## src/me_defines.svh

```systemverilog
`ifndef ME_DEFINES_SVH
`define ME_DEFINES_SVH

`define ME_WORD_W       32  // host fifo word
`define ME_RES_W        27  // result word as held by a unit
`define ME_N_WORDS      8   // words per result
`define ME_N_UNITS      4
`define ME_UNIT_W       2
`define ME_IDX_W        3
`define ME_ADDR_W       4   // result store holds 16 results
`define ME_E_WORDS      8   // exponent words following LOAD_ERAM
`define ME_FIFO_WIDTHU  5

// command word fields, msb first
`define ME_CMD_W        6
`define ME_UNIT_FLD_W   5
`define ME_ADDR_FLD_W   20

`define ME_RSP_W        4
`define ME_RSP_ERAM     4'h1
`define ME_RSP_SETADDR  4'h2
`define ME_RSP_READ     4'h4

`endif

```

## src/me_host_pkg.sv

```systemverilog
`include "me_defines.svh"

package me_host_pkg;

    typedef logic [`ME_WORD_W-1:0] host_word_t;

    // one-hot command field
    // LOAD_TRAM and START_MULT have no engine behind them and fall to unknown
    typedef enum logic [`ME_CMD_W-1:0] {
        CMD_LOAD_ERAM   = 6'b000001,
        CMD_SET_ADDR    = 6'b000010,
        CMD_LOAD_TRAM   = 6'b000100,
        CMD_READ_RESULT = 6'b001000,
        CMD_START_MULT  = 6'b100000
    } host_cmd_e;

    typedef struct packed {
        host_cmd_e                  cmd;
        logic                       load_prev;  // preload from store, else blank
        logic [`ME_UNIT_FLD_W-1:0]  unit;
        logic [`ME_ADDR_FLD_W-1:0]  addr;
    } host_cmd_t;

    typedef logic [`ME_RSP_W-1:0] rsp_code_t;

endpackage

```

## src/me_store_pkg.sv

```systemverilog
`include "me_defines.svh"

package me_store_pkg;

    typedef logic [`ME_RES_W-1:0]  res_word_t;
    typedef logic [`ME_ADDR_W-1:0] store_addr_t;
    typedef logic [`ME_UNIT_W-1:0] unit_id_t;
    typedef logic [`ME_IDX_W-1:0]  word_idx_t;

    typedef enum logic [2:0] {
        XFER_NONE,
        XFER_SWAP_OUT,      // unit buffer -> store at the unit's address
        XFER_PRELOAD_COPY,  // store at req addr -> unit buffer
        XFER_PRELOAD_BLANK, // word 0 = 1, rest 0
        XFER_STREAM         // store at req addr -> engine
    } xfer_e;

    typedef struct packed {
        xfer_e       kind;
        unit_id_t    unit;
        store_addr_t addr;
    } xfer_req_t;

endpackage

```

## src/me_command_engine.sv

```systemverilog
`timescale 1ns/1ps
`include "me_defines.svh"

module me_command_engine (
    input  logic                        clk,
    input  logic                        ctrl_reset_n,
    input  me_host_pkg::host_word_t     fifo_datai,
    input  logic                        fifo_empty,
    input  logic [`ME_FIFO_WIDTHU:0]    fifo_usedw_in,
    output logic                        fifo_rden,
    output me_host_pkg::host_word_t     fifo_datao,
    output logic                        fifo_wren,
    input  logic                        fifo_full,
    input  logic [`ME_FIFO_WIDTHU:0]    fifo_usedw_out,
    output me_store_pkg::xfer_req_t     xfer_req,
    input  logic                        store_idle,
    input  me_store_pkg::res_word_t     stream_data,
    input  logic                        stream_valid,
    output logic                        addr_wren,
    output me_store_pkg::unit_id_t      addr_unit,
    output me_store_pkg::store_addr_t   addr_data
);

    typedef enum logic [2:0] {
        ST_IDLE,
        ST_INTERPRET,
        ST_SWAP,
        ST_PRELOAD,
        ST_PAYLOAD,
        ST_RESPOND,
        ST_STREAM
    } state_e;

    state_e                         state_q, state_d;
    me_host_pkg::host_cmd_t         cmd_in;
    me_host_pkg::host_cmd_t         cmd_q, cmd_d;
    me_host_pkg::rsp_code_t         rsp_code;
    me_host_pkg::host_word_t        datao_q, datao_d;
    me_store_pkg::xfer_req_t        xfer_q, xfer_d;
    logic                           rden_q, rden_d;
    logic                           wren_q, wren_d;
    logic                           delay_q, delay_d;
    logic                           addr_wren_q, addr_wren_d;
    logic [$clog2(`ME_E_WORDS)-1:0] pay_cnt_q, pay_cnt_d;
    logic                           pay_done_q, pay_done_d;
    logic                           rfifo_pop;
    logic                           wfifo_has_room;
    logic                           store_ready;

    function automatic me_store_pkg::xfer_req_t mk_xfer(
        input me_store_pkg::xfer_e    kind,
        input me_host_pkg::host_cmd_t c
    );
        me_store_pkg::xfer_req_t r;
        r.kind = kind;
        r.unit = me_store_pkg::unit_id_t'(c.unit);   // upper unit bits unused here
        r.addr = me_store_pkg::store_addr_t'(c.addr);
        return r;
    endfunction

    assign cmd_in         = me_host_pkg::host_cmd_t'(fifo_datai);
    assign rfifo_pop      = rden_q & ~fifo_empty & (fifo_usedw_in != '0);
    // header plus the whole result must fit before streaming starts
    assign wfifo_has_room = (fifo_usedw_out + `ME_N_WORDS + 1) < (1 << `ME_FIFO_WIDTHU);
    assign store_ready    = store_idle & ~delay_q;   // store lags the request by a cycle
    assign rsp_code       = (cmd_q.cmd == me_host_pkg::CMD_LOAD_ERAM) ? `ME_RSP_ERAM
                                                                       : `ME_RSP_SETADDR;

    always_comb begin
        state_d     = state_q;
        cmd_d       = cmd_q;
        datao_d     = datao_q;
        xfer_d      = '0;       // request is a one-cycle pulse
        rden_d      = rden_q;
        wren_d      = wren_q;
        delay_d     = 1'b0;
        addr_wren_d = 1'b0;
        pay_cnt_d   = pay_cnt_q;
        pay_done_d  = pay_done_q;
        case (state_q)
            ST_IDLE: begin
                rden_d = 1'b1;
                wren_d = 1'b0;
                if (rfifo_pop) begin
                    rden_d  = 1'b0;
                    state_d = ST_INTERPRET;
                end
            end
            ST_INTERPRET: begin
                cmd_d = cmd_in;  // fifo_datai moves once payload pops start
                case (cmd_in.cmd)
                    me_host_pkg::CMD_LOAD_ERAM, me_host_pkg::CMD_SET_ADDR: begin
                        xfer_d     = mk_xfer(me_store_pkg::XFER_SWAP_OUT, cmd_in);
                        delay_d    = 1'b1;
                        pay_cnt_d  = '0;
                        pay_done_d = (cmd_in.cmd == me_host_pkg::CMD_SET_ADDR);
                        rden_d     = (cmd_in.cmd == me_host_pkg::CMD_LOAD_ERAM);
                        state_d    = ST_SWAP;
                    end
                    me_host_pkg::CMD_READ_RESULT: begin
                        if (wfifo_has_room) begin
                            xfer_d  = mk_xfer(me_store_pkg::XFER_STREAM, cmd_in);
                            delay_d = 1'b1;
                            wren_d  = 1'b1;
                            datao_d = {`ME_RSP_READ, 8'(`ME_N_WORDS), cmd_in.addr};
                            state_d = ST_STREAM;
                        end
                    end
                    default: begin
                        state_d = ST_IDLE;  // unknown, dropped silently
                    end
                endcase
            end
            ST_SWAP: begin
                if (store_ready) begin
                    // old result is out, take the new address and preload
                    addr_wren_d = 1'b1;
                    xfer_d      = mk_xfer(cmd_q.load_prev ? me_store_pkg::XFER_PRELOAD_COPY
                                                          : me_store_pkg::XFER_PRELOAD_BLANK,
                                          cmd_q);
                    delay_d     = 1'b1;
                    state_d     = ST_PRELOAD;
                end
            end
            ST_PRELOAD: begin
                if (store_ready) begin
                    state_d = ST_PAYLOAD;
                end
            end
            ST_PAYLOAD: begin
                if (pay_done_q) begin
                    wren_d  = 1'b1;
                    datao_d = {rsp_code, {(`ME_WORD_W-`ME_RSP_W){1'b0}}};
                    state_d = ST_RESPOND;
                end
            end
            ST_RESPOND: begin
                if (~fifo_full) begin  // held until accepted
                    wren_d  = 1'b0;
                    state_d = ST_IDLE;
                end
            end
            ST_STREAM: begin
                if (delay_q) begin
                    wren_d = 1'b0;     // header went out last cycle
                end else begin
                    wren_d = stream_valid;
                    if (stream_valid) begin
                        datao_d = {{(`ME_WORD_W-`ME_RES_W){1'b0}}, stream_data};
                    end
                    if (store_idle) begin
                        state_d = ST_IDLE;
                    end
                end
            end
            default: begin
                state_d = ST_IDLE;
            end
        endcase

        // exponent payload is discarded but must still be drained
        if (!pay_done_q && rfifo_pop &&
            (state_q inside {ST_SWAP, ST_PRELOAD, ST_PAYLOAD})) begin
            if (pay_cnt_q == `ME_E_WORDS - 1) begin
                rden_d     = 1'b0;
                pay_done_d = 1'b1;
            end else begin
                pay_cnt_d = pay_cnt_q + 1'b1;
            end
        end
    end

    always_ff @(posedge clk or negedge ctrl_reset_n) begin
        if (~ctrl_reset_n) begin
            state_q     <= ST_IDLE;
            xfer_q      <= '0;
            rden_q      <= 1'b0;
            wren_q      <= 1'b0;
            delay_q     <= 1'b0;
            addr_wren_q <= 1'b0;
            pay_cnt_q   <= '0;
            pay_done_q  <= 1'b1;
        end else begin
            state_q     <= state_d;
            xfer_q      <= xfer_d;
            rden_q      <= rden_d;
            wren_q      <= wren_d;
            delay_q     <= delay_d;
            addr_wren_q <= addr_wren_d;
            pay_cnt_q   <= pay_cnt_d;
            pay_done_q  <= pay_done_d;
        end
    end

    always_ff @(posedge clk) begin
        cmd_q   <= cmd_d;
        datao_q <= datao_d;
    end

    assign fifo_rden  = rden_q;
    assign fifo_wren  = wren_q;
    assign fifo_datao = datao_q;
    assign xfer_req   = xfer_q;
    assign addr_wren  = addr_wren_q;
    assign addr_unit  = me_store_pkg::unit_id_t'(cmd_q.unit);
    assign addr_data  = me_store_pkg::store_addr_t'(cmd_q.addr);

endmodule

```

## src/me_result_store.sv

```systemverilog
`timescale 1ns/1ps
`include "me_defines.svh"

module me_result_store (
    input  logic                        clk,
    input  logic                        ctrl_reset_n,
    input  me_store_pkg::xfer_req_t     xfer_req,
    output logic                        store_idle,
    input  me_store_pkg::store_addr_t   unit_addr,
    output me_store_pkg::unit_id_t      bank_unit,
    output me_store_pkg::word_idx_t     bank_idx,
    output logic                        bank_rden,
    output logic                        bank_wren,
    output me_store_pkg::res_word_t     bank_wdata,
    input  me_store_pkg::res_word_t     bank_rdata,
    output me_store_pkg::res_word_t     stream_data,
    output logic                        stream_valid
);

    // results laid out as {address, word index}
    me_store_pkg::res_word_t    mem [(1 << `ME_ADDR_W) * `ME_N_WORDS];
    me_store_pkg::res_word_t    mem_q;
    me_store_pkg::xfer_req_t    cur_q;
    me_store_pkg::word_idx_t    issue_idx_q, ridx_q;
    logic                       busy_q;
    logic                       issue_q;    // read strobes going out
    logic                       rvalid_q;   // read data arriving
    logic                       is_swap, is_copy, is_blank, is_stream;

    assign is_swap   = cur_q.kind == me_store_pkg::XFER_SWAP_OUT;
    assign is_copy   = cur_q.kind == me_store_pkg::XFER_PRELOAD_COPY;
    assign is_blank  = cur_q.kind == me_store_pkg::XFER_PRELOAD_BLANK;
    assign is_stream = cur_q.kind == me_store_pkg::XFER_STREAM;

    always_ff @(posedge clk or negedge ctrl_reset_n) begin
        if (~ctrl_reset_n) begin
            cur_q       <= '0;
            busy_q      <= 1'b0;
            issue_q     <= 1'b0;
            rvalid_q    <= 1'b0;
            issue_idx_q <= '0;
            ridx_q      <= '0;
        end else begin
            rvalid_q <= issue_q;
            ridx_q   <= issue_idx_q;
            if (issue_q) begin
                issue_idx_q <= issue_idx_q + 1'b1;  // wraps back to 0 after the last word
                if (issue_idx_q == `ME_N_WORDS - 1) begin
                    issue_q <= 1'b0;
                end
            end
            if (!busy_q && xfer_req.kind != me_store_pkg::XFER_NONE) begin
                cur_q       <= xfer_req;
                busy_q      <= 1'b1;
                issue_q     <= 1'b1;
                issue_idx_q <= '0;
            end else if (rvalid_q && !issue_q) begin
                busy_q <= 1'b0;  // last word lands this cycle
            end
        end
    end

    always_ff @(posedge clk) begin
        if (issue_q) begin
            mem_q <= mem[{cur_q.addr, issue_idx_q}];
        end
        if (rvalid_q && is_swap) begin
            mem[{unit_addr, ridx_q}] <= bank_rdata;  // address as held by the unit
        end
    end

    assign store_idle   = ~busy_q;
    assign bank_unit    = cur_q.unit;
    assign bank_idx     = is_swap ? issue_idx_q : ridx_q;
    assign bank_rden    = issue_q & is_swap;
    assign bank_wren    = rvalid_q & (is_copy | is_blank);
    assign bank_wdata   = is_blank ? me_store_pkg::res_word_t'(ridx_q == '0) : mem_q;
    assign stream_valid = rvalid_q & is_stream;
    assign stream_data  = mem_q;

endmodule

```

## src/me_unit_bank.sv

```systemverilog
`timescale 1ns/1ps
`include "me_defines.svh"

module me_unit_bank (
    input  logic                        clk,
    input  logic                        ctrl_reset_n,
    input  me_store_pkg::unit_id_t      bank_unit,
    input  me_store_pkg::word_idx_t     bank_idx,
    input  logic                        bank_rden,
    input  logic                        bank_wren,
    input  me_store_pkg::res_word_t     bank_wdata,
    output me_store_pkg::res_word_t     bank_rdata,
    input  logic                        addr_wren,
    input  me_store_pkg::unit_id_t      addr_unit,
    input  me_store_pkg::store_addr_t   addr_data,
    output me_store_pkg::store_addr_t   unit_addr
);

    // one result buffer per unit, indexed {unit, word}
    me_store_pkg::res_word_t    buf_mem [`ME_N_UNITS * `ME_N_WORDS];
    me_store_pkg::store_addr_t  addr_q [`ME_N_UNITS];  // where each unit's result lives

    always_ff @(posedge clk) begin
        if (bank_wren) begin
            buf_mem[{bank_unit, bank_idx}] <= bank_wdata;
        end
        if (bank_rden) begin
            bank_rdata <= buf_mem[{bank_unit, bank_idx}];
        end
    end

    always_ff @(posedge clk or negedge ctrl_reset_n) begin
        if (~ctrl_reset_n) begin
            for (int i = 0; i < `ME_N_UNITS; i++) begin
                addr_q[i] <= '0;
            end
        end else if (addr_wren) begin
            addr_q[addr_unit] <= addr_data;
        end
    end

    assign unit_addr = addr_q[bank_unit];  // store looks this up during swap out

endmodule

```

## src/me_top.sv

```systemverilog
`timescale 1ns/1ps
`include "me_defines.svh"

module me_top (
    input  logic                        clk,
    input  logic                        ctrl_reset_n,
    input  me_host_pkg::host_word_t     fifo_datai,
    input  logic                        fifo_empty,
    input  logic [`ME_FIFO_WIDTHU:0]    fifo_usedw_in,
    output logic                        fifo_rden,
    output me_host_pkg::host_word_t     fifo_datao,
    output logic                        fifo_wren,
    input  logic                        fifo_full,
    input  logic [`ME_FIFO_WIDTHU:0]    fifo_usedw_out
);

    me_store_pkg::xfer_req_t    xfer_req;
    me_store_pkg::res_word_t    stream_data;
    me_store_pkg::unit_id_t     addr_unit, bank_unit;
    me_store_pkg::store_addr_t  addr_data, unit_addr;
    me_store_pkg::word_idx_t    bank_idx;
    me_store_pkg::res_word_t    bank_wdata, bank_rdata;
    logic                       store_idle, stream_valid, addr_wren;
    logic                       bank_rden, bank_wren;

    me_command_engine u_engine (
        .clk            (clk),
        .ctrl_reset_n   (ctrl_reset_n),
        .fifo_datai     (fifo_datai),
        .fifo_empty     (fifo_empty),
        .fifo_usedw_in  (fifo_usedw_in),
        .fifo_rden      (fifo_rden),
        .fifo_datao     (fifo_datao),
        .fifo_wren      (fifo_wren),
        .fifo_full      (fifo_full),
        .fifo_usedw_out (fifo_usedw_out),
        .xfer_req       (xfer_req),
        .store_idle     (store_idle),
        .stream_data    (stream_data),
        .stream_valid   (stream_valid),
        .addr_wren      (addr_wren),
        .addr_unit      (addr_unit),
        .addr_data      (addr_data)
    );

    me_result_store u_store (
        .clk            (clk),
        .ctrl_reset_n   (ctrl_reset_n),
        .xfer_req       (xfer_req),
        .store_idle     (store_idle),
        .unit_addr      (unit_addr),
        .bank_unit      (bank_unit),
        .bank_idx       (bank_idx),
        .bank_rden      (bank_rden),
        .bank_wren      (bank_wren),
        .bank_wdata     (bank_wdata),
        .bank_rdata     (bank_rdata),
        .stream_data    (stream_data),
        .stream_valid   (stream_valid)
    );

    me_unit_bank u_bank (
        .clk            (clk),
        .ctrl_reset_n   (ctrl_reset_n),
        .bank_unit      (bank_unit),
        .bank_idx       (bank_idx),
        .bank_rden      (bank_rden),
        .bank_wren      (bank_wren),
        .bank_wdata     (bank_wdata),
        .bank_rdata     (bank_rdata),
        .addr_wren      (addr_wren),
        .addr_unit      (addr_unit),
        .addr_data      (addr_data),
        .unit_addr      (unit_addr)
    );

endmodule

```

## config.mk

```make
export PLATFORM = sky130hd
export DESIGN_NAME = me_top
export DESIGN_NICKNAME = d
export VERILOG_FILES = /design/src/me_host_pkg.sv /design/src/me_store_pkg.sv /design/src/me_command_engine.sv /design/src/me_result_store.sv /design/src/me_unit_bank.sv /design/src/me_top.sv
export VERILOG_INCLUDE_DIRS = /design/src
export SDC_FILE = /design/constraint.sdc
export NUM_CORES = 2
export LEC_CHECK = 0
export BUFFER_PORTS_ARGS = -buffer_cell sky130_fd_sc_hd__buf_4
export CAP_MARGIN = 20
export CORE_MARGIN = 3
export CORE_UTILIZATION = 35
export DETAILED_ROUTE_END_ITERATION = 12
export PLACE_DENSITY = 0.47
export SYNTH_ARGS = -nofsm -noshare
export SYNTH_HDL_FRONTEND = slang
export SYNTH_HIERARCHICAL = 1
export SYNTH_MEMORY_MAX_BITS = 65536
export SYNTH_SLANG_ARGS = --single-unit
```

## constraint.sdc

```tcl
create_clock -name clk -period 5.81 [get_ports clk]
set_clock_uncertainty 0.15 [all_clocks]
set_input_delay 0.8715 -clock clk [delete_from_list [all_inputs] [get_ports clk]]
set_output_delay 0.8715 -clock clk [all_outputs]
set_load 0.05 [all_outputs]
```

Word-level counts from Yosys, hierarchy flattened. Memory sizes are Yosys's and may differ from the RTL's. A register that Yosys moved wholly into a read port is not among the register bits. Index checks and enable logic that the tools add are counted.

Bits in registers: 99. Latch bits: 0. RAM bits: 4320. Memory bits (read-only): 0. Input bits: 48. Output and inout port bits: 34. Logic and storage cells: 163. Memories kept: 2.

Memory list: u_store.mem (depth 128, bits a word 27, rd ports 1, clocked after memory_dff 1, write ports 1, line me_result_store.sv:21) `` me_store_pkg::res_word_t mem [(1 << `ME_ADDR_W) * `ME_N_WORDS]; ``; u_bank.buf_mem (depth 32, bits a word 27, rd ports 1, clocked after memory_dff 1, write ports 1, line me_unit_bank.sv:20) `` me_store_pkg::res_word_t buf_mem [`ME_N_UNITS * `ME_N_WORDS]; ``.

Add/sub/neg operators: 4. Multipliers: 0. Div/mod/pow operators: 0. Magnitude comparators: 4. Equality and inequality tests: 27. Shift operators: 0. Mux-type cells: 65. Bitwise operators: 12. Reduce and logical (&&, ||, !) cells: 22.

Operator list (count): 32-bit two-way mux (5); 32-bit one-hot mux with 3 select lines (1); 3-bit two-way mux (15); 9-bit one-hot mux with 2 select lines (2); 32-bit by 1-bit adder with 32-bit output, second input constant (1); 32-bit by 6-bit less-than comparator with 1-bit output, second input constant (1); 27-bit two-way mux (1); 1-bit two-way mux (26); 3-bit one-hot mux with 7 select lines (1); 3-bit == test, second input constant (6); 16-bit bitwise mux (1); 2-bit by 1-bit inequality test with 1-bit output, second input constant (7); 3-bit by 2-bit == test with 1-bit output, second input constant (4); 6-bit by 1-bit == test with 1-bit output, second input constant (2); 4-bit two-way mux (3); 9-bit two-way mux (1); 3-bit nonzero test (3); 4-bit binary-select mux with 2-bit select (1); 4-bit demux with 2-bit select (1); 8-bit two-way mux (1); 8-bit AND reduction (1); 6-bit by 4-bit adder with 7-bit output, second input constant (1); 3-bit by 1-bit adder with 3-bit output, second input constant (2); 1-bit bitwise AND (6); other kinds (23) (41).

Depth between registers and ports, before layout.
Word-level depth: 7. Gate-level depth with buffers: 12.

By module. Netlist, hierarchy kept.

By module, submodules not included: me_result_store (instances 1, cells each 5167, area each 133100.2 um^2, seq. area each 105040.7 um^2); me_unit_bank (instances 1, cells each 1824, area each 34454.3 um^2, seq. area each 27156.0 um^2); me_command_engine (instances 1, cells each 247, area each 2800.2 um^2, seq. area each 1767.9 um^2).

Worst setup path after synthesis. Ideal clock, no wire load.

Path kind: flip-flop to flip-flop. From: register u_store.issue_idx_q[1]. To: memory u_bank/buf_mem[27][0] (netlist name), enable pin. Library setup time: 0.445 ns. Data arrival time: 4.525 ns. Path slack: 0.690 ns. Stages on the path, launching flop included: 11. Clock period less this slack: 5.120 ns. Path through: dfrtp_1 > clkbuf_1 > buf_2 > clkbuf_1 > mux2_2 > buf_2 > buf_4 > buf_2 > buf_2 > nand3_1 > nor3_1.

Word-level cells in the longest chain between the ends: 1.

Ends and longest elaborated chain: start: declaration (line me_result_store.sv:24) `me_store_pkg::word_idx_t issue_idx_q, ridx_q;`; start signal: assignment (line me_result_store.sv:47) `issue_idx_q <= issue_idx_q + 1'b1;`; 3-bit two-way mux (line me_result_store.sv:74) `assign bank_idx = is_swap ? issue_idx_q : ridx_q;`; net bank_idx[1] (line me_top.sv:21) `me_store_pkg::word_idx_t bank_idx;`; end: declaration (line me_unit_bank.sv:20).

The timed path passes the listed nets, and every way through them passes these cells.

Worst setup path after layout.
From: register u_store.issue_idx_q[1]. To: register u_bank.bank_rdata[22], read port of u_bank.buf_mem (data pin).

Word-level cells in the longest chain between the ends: 1.

Ends and longest elaborated chain: 3-bit two-way mux (line me_result_store.sv:74); net bank_idx[1] (line me_top.sv:21); end: declaration (line me_unit_bank.sv:12) `output me_store_pkg::res_word_t bank_rdata,`.

The timed path passes the listed nets, and every way through them passes these cells. A chain may end at the register's enable or synchronous reset.

==> summary.md <==
| Metric | Value |
|---|---|
| Largest net degree at the start of global routing | `129` |
| Critical path, cell by cell | `mux2_8 > buf_4 > mux2i_1 > o22ai_1 > nor4_1 > buf_4 > nand2_1 > buf_4` |
| Setup_tns | `0 ps` |
| Vias/cell | `~5.4` |
| Crit-path most repeated cell | `buf_4` |
| Row count | `about 260` |
| Crit path launch type | `flop` |
| Clk Tree Root Cell | `clkbuf_16` |
| Final Wtd Congestion | `around 0.77` |
| Storage cell area | `0.134 mm²` |
| Crit path arrival time | `approximately 5200 ps` |
| Setup violators final | `0` |
| Yosys Warn Count | `6` |
| Final core utilization | `about 41%` |
| Crit path max-delay cell type | `nor4_1` |
| Net Sw Frac | `between 10% and 20%` |
| CP max FO | `76` |
| Register area share after synthesis | `78.6%` |
| Switching power | `12.5 mW` |
| ANT nets after route | `0` |
| Number of synthesized register bits | `approximately 4500` |
| Hold depth | `4` |
| CP bufs+invs | `3` |
| Cts bufs inserted | `between 400 and 500` |
| Most used flip-flop cell after synthesis | `edfxtp_1` |
| Iteration-0 DRC Markers | `8465` |
| Area after DPL | `between 0.15 and 0.2 mm²` |
| CTS Hold Bufs | `30` |
| DR vias | `79200` |
| First-pass GRT wire length | `between 600000 and 700000 µm` |
| Clock H-tree levels | `5` |
| Syn-to-layout area delta | `16.0%` |
| Die Ht | `slightly above 700 µm` |
| Maximum vdd drop | `between 0.0002 and 0.0003 V` |
| Post-route cell area | `0.198 mm²` |
| Worst-Margin Slew | `between 1000 and 1500 ps` |
| CTS tree | `built` |
| Clock share of power | `~45%` |
| Pwr Density | `around 320 mW/mm²` |
| Levels on crit path | `8` |
| GRT Total Usage | `between 10% and 20%` |
| R2R cell count | `8` |
| Die area | `0.495 mm²` |
| Maxcap violations | `0` |
| Critical path class | `flop to flop` |
| Avg Inst Size Synth | `roughly 24 µm²` |
| First drt pass iteration count | `5` |
| Critical path's largest stage delay | `between 900 and 1000 ps` |
| Nets | `~8000` |
| Max-slew headroom | `between 20% and 30%` |
| Leak | `around 59 nW` |
| Tcrit/Tclk final | `between 70% and 80%` |
| Slew Limit Fails | `0` |
| EDFF count, synth | `between 4000 and 5000` |
| Hpwl dp | `266000 µm` |
| Place WS | `1370 ps` |
| Internal power | `between 50 and 60 mW` |
| Grt ovf | `0` |
| Post-Route WL | `between 400000 and 500000 µm` |
| CP Capture Type | `flop` |
| Sequential share of power | `about 55%` |
| Post-Layout Cell Count | `roughly 15000` |
| Type of the tightest min-delay check | `input pin to flop` |
| Min setup slack post-route | `roughly 1300 ps` |
| Netlist cell types | `60` |
| Clk_lat worst skew | `1040 ps` |
| Clock sinks | `around 4500` |
| Die Width | `704 µm` |
| Cts repair resizes | `0` |
| Vias in the first global route | `81200` |
| Worst EP required | `between 6000 and 7000 ps` |
| Delay-heaviest family, CP | `multiplexers` |
| Result of the run | `completed` |
| Layout cells sized above 1 | `30.4%` |
| Setup Buffers After CTS | `0` |
| Routed len/inst | `around 32 µm` |
| Fill cells | `between 40000 and 50000` |
| Starting density of the core | `about a third` |
| Core Area | `0.484 mm²` |
| Clock buffer depth | `4` |
| Pwr Total | `about 64 mW` |
| DRC Markers | `0` |
| Gate power share | `0.1%` |
| Fin. Hold Viols | `0` |
| Synth Cell Area | `0.170 mm²` |
| Io pins | `82` |
| Fin Hold WS | `around 120 ps` |
| Async set-reset flop share out of synthesis | `between 1 and 1.5%` |
| PortBufs | `between 70 and 80` |
| Number of antenna violations at the first check in global routing | `59` |
| Post-Syn Instances | `7238` |
| Cell Count Post-Placement | `approximately 14000` |
| Footprint of the multi-input gates | `roughly 0.036 mm²` |
| RSZ-0062 raised after global routing | `no` |
| Max Clock Freq | `between 200 and 250 MHz` |
| Minimum clock period | `4530 ps` |
| Worst-path clk slew | `around 60 ps` |
registers in the layout, summed over array words and instances (netlist names):
name,count
u_engine/fifo_rden,1
u_engine/fifo_datao,30
u_engine/delay_q,1
u_store/stream_data,27
u_bank/bank_rdata,27
u_engine/xfer_req,8
u_engine/pay_done_q,1
u_engine/addr_data,4
u_store/ridx_q,3
u_store/rvalid_q,1
u_bank/addr_q,16
u_store/issue_q,1
u_engine/addr_unit,2
u_store/busy_q,1
u_engine/fifo_wren,1
u_engine/addr_wren,1
u_engine/cmd_q,7
u_store/mem,3456
u_store/bank_unit,2
u_engine/pay_cnt_q,3
u_store/issue_idx_q,3
u_store/cur_q,7
u_bank/buf_mem,864
u_engine/state_q,3
synth_stat cells, drive strengths merged, types with 8 or more instances:
| master | number | area [µm²] |
|---|---|---|
| nand3b | 8 | 63.8 |
| nor4 | 56 | 350 |
| o22ai | 221 | 1380 |
| nor2b | 10 | 62.6 |
| mux2 | 46 | 518 |
| dfrtp | 52 | 1300 |
| nand2b | 8 | 50.1 |
| nor2 | 174 | 661 |
| and2 | 27 | 169 |
| mux2i | 434 | 4340 |
| nand2 | 114 | 428 |
| nand3 | 32 | 160 |
| o21ai | 11 | 55.1 |
| clkbuf | 197 | 739 |
| buf | 195 | 1020 |
| edfxtp | 4417 | 133000 |
| a21oi | 9 | 60.1 |
| mux4 | 1138 | 25600 |
| a22o | 10 | 87.6 |
| nor3 | 11 | 60.1 |
power groups by stage:
stage          registers (mW)  logic [mW]  clock network (mW)
2_1_floorplan            35.6     0.00831                   0
4_1_cts                  34.9      0.0677                29.4
3_3_place_gp             35.6      0.0492                   0
3_5_place_dp             35.6      0.0496                   0
5_1_grt                  34.9      0.0722                30.6
6_report                 34.9      0.0667                28.6
layout make-up:
class,instances,share of cell area [%]
antenna,22,0.0279
timing repair buffer,521,2.54
clock inverter,276,1.08
sequential,4470,67.8
multi-input combinational,2370,18.2
clock buffer,597,6.29
inverter,7,0.0133
tap,6425,4.07
path summary, 6_finish.rpt:
check	slack, ps	endpoint	start
worst max-delay path	1280	u_bank/bank_rdata[22]	u_store/issue_idx_q[1]
worst min-delay path	120	u_engine/state_q[0]	fifo_usedw_out[4]
worst max register to register	1280	u_bank/bank_rdata[22]	u_store/issue_idx_q[1]
worst min register to register	280	u_engine/xfer_req[6]	u_engine/cmd_q[25]
max in group asynchronous	4410	u_store/issue_idx_q[1]	ctrl_reset_n
min in group asynchronous	390	u_store/ridx_q[0]	ctrl_reset_n
cell families after synthesis:
family                     Yosys count  synth area share (%)
AOI/OAI and AO/OA                  260                 0.974
xor gates and xnor gates             2                0.0103
adders and majority gates            4                0.0294
buffers and inverters              399                  1.05
DFF                               4470                  78.6
muxes                             1618                  17.9
other                                1               0.00220
and+or+nand+nor                    484                  1.40
routing by layer:
layer	GRT usage [%]	share of wire (%)
met5	0	0.0059
met4	4.63	2.6
met3	2.45	5.8
met2	30.7	48
met1	27.1	44
tightest hold or removal path: stages:
cell       delay, ps
buf_4             80
a21oi_1          110
a2bb2oi_1        150
o21ai_1           60
cell usage in the layout (no fill, tap or decap), drive strengths merged, types with 6 or more instances in the layout:
cell type and count:
clkbuf 603, clkinvlp 13, a22o 10, dlygate4sd3 30, nand2 114, dfrtp 52
edfxtp 4417, nand3 32, and2 27, nor2 174, nand2b 8, inv 19
and3 7, clkinv 228, mux2 46, nand4bb 6, bufinv 23, a21oi 9
nor2b 10, diode 22, nand3b 8, nor4 56, o22ai 221, nor3 11
buf 485, mux4 1138, o21ai 11, mux2i 434
No activity file was read; power rests on OpenSTA's default activity.
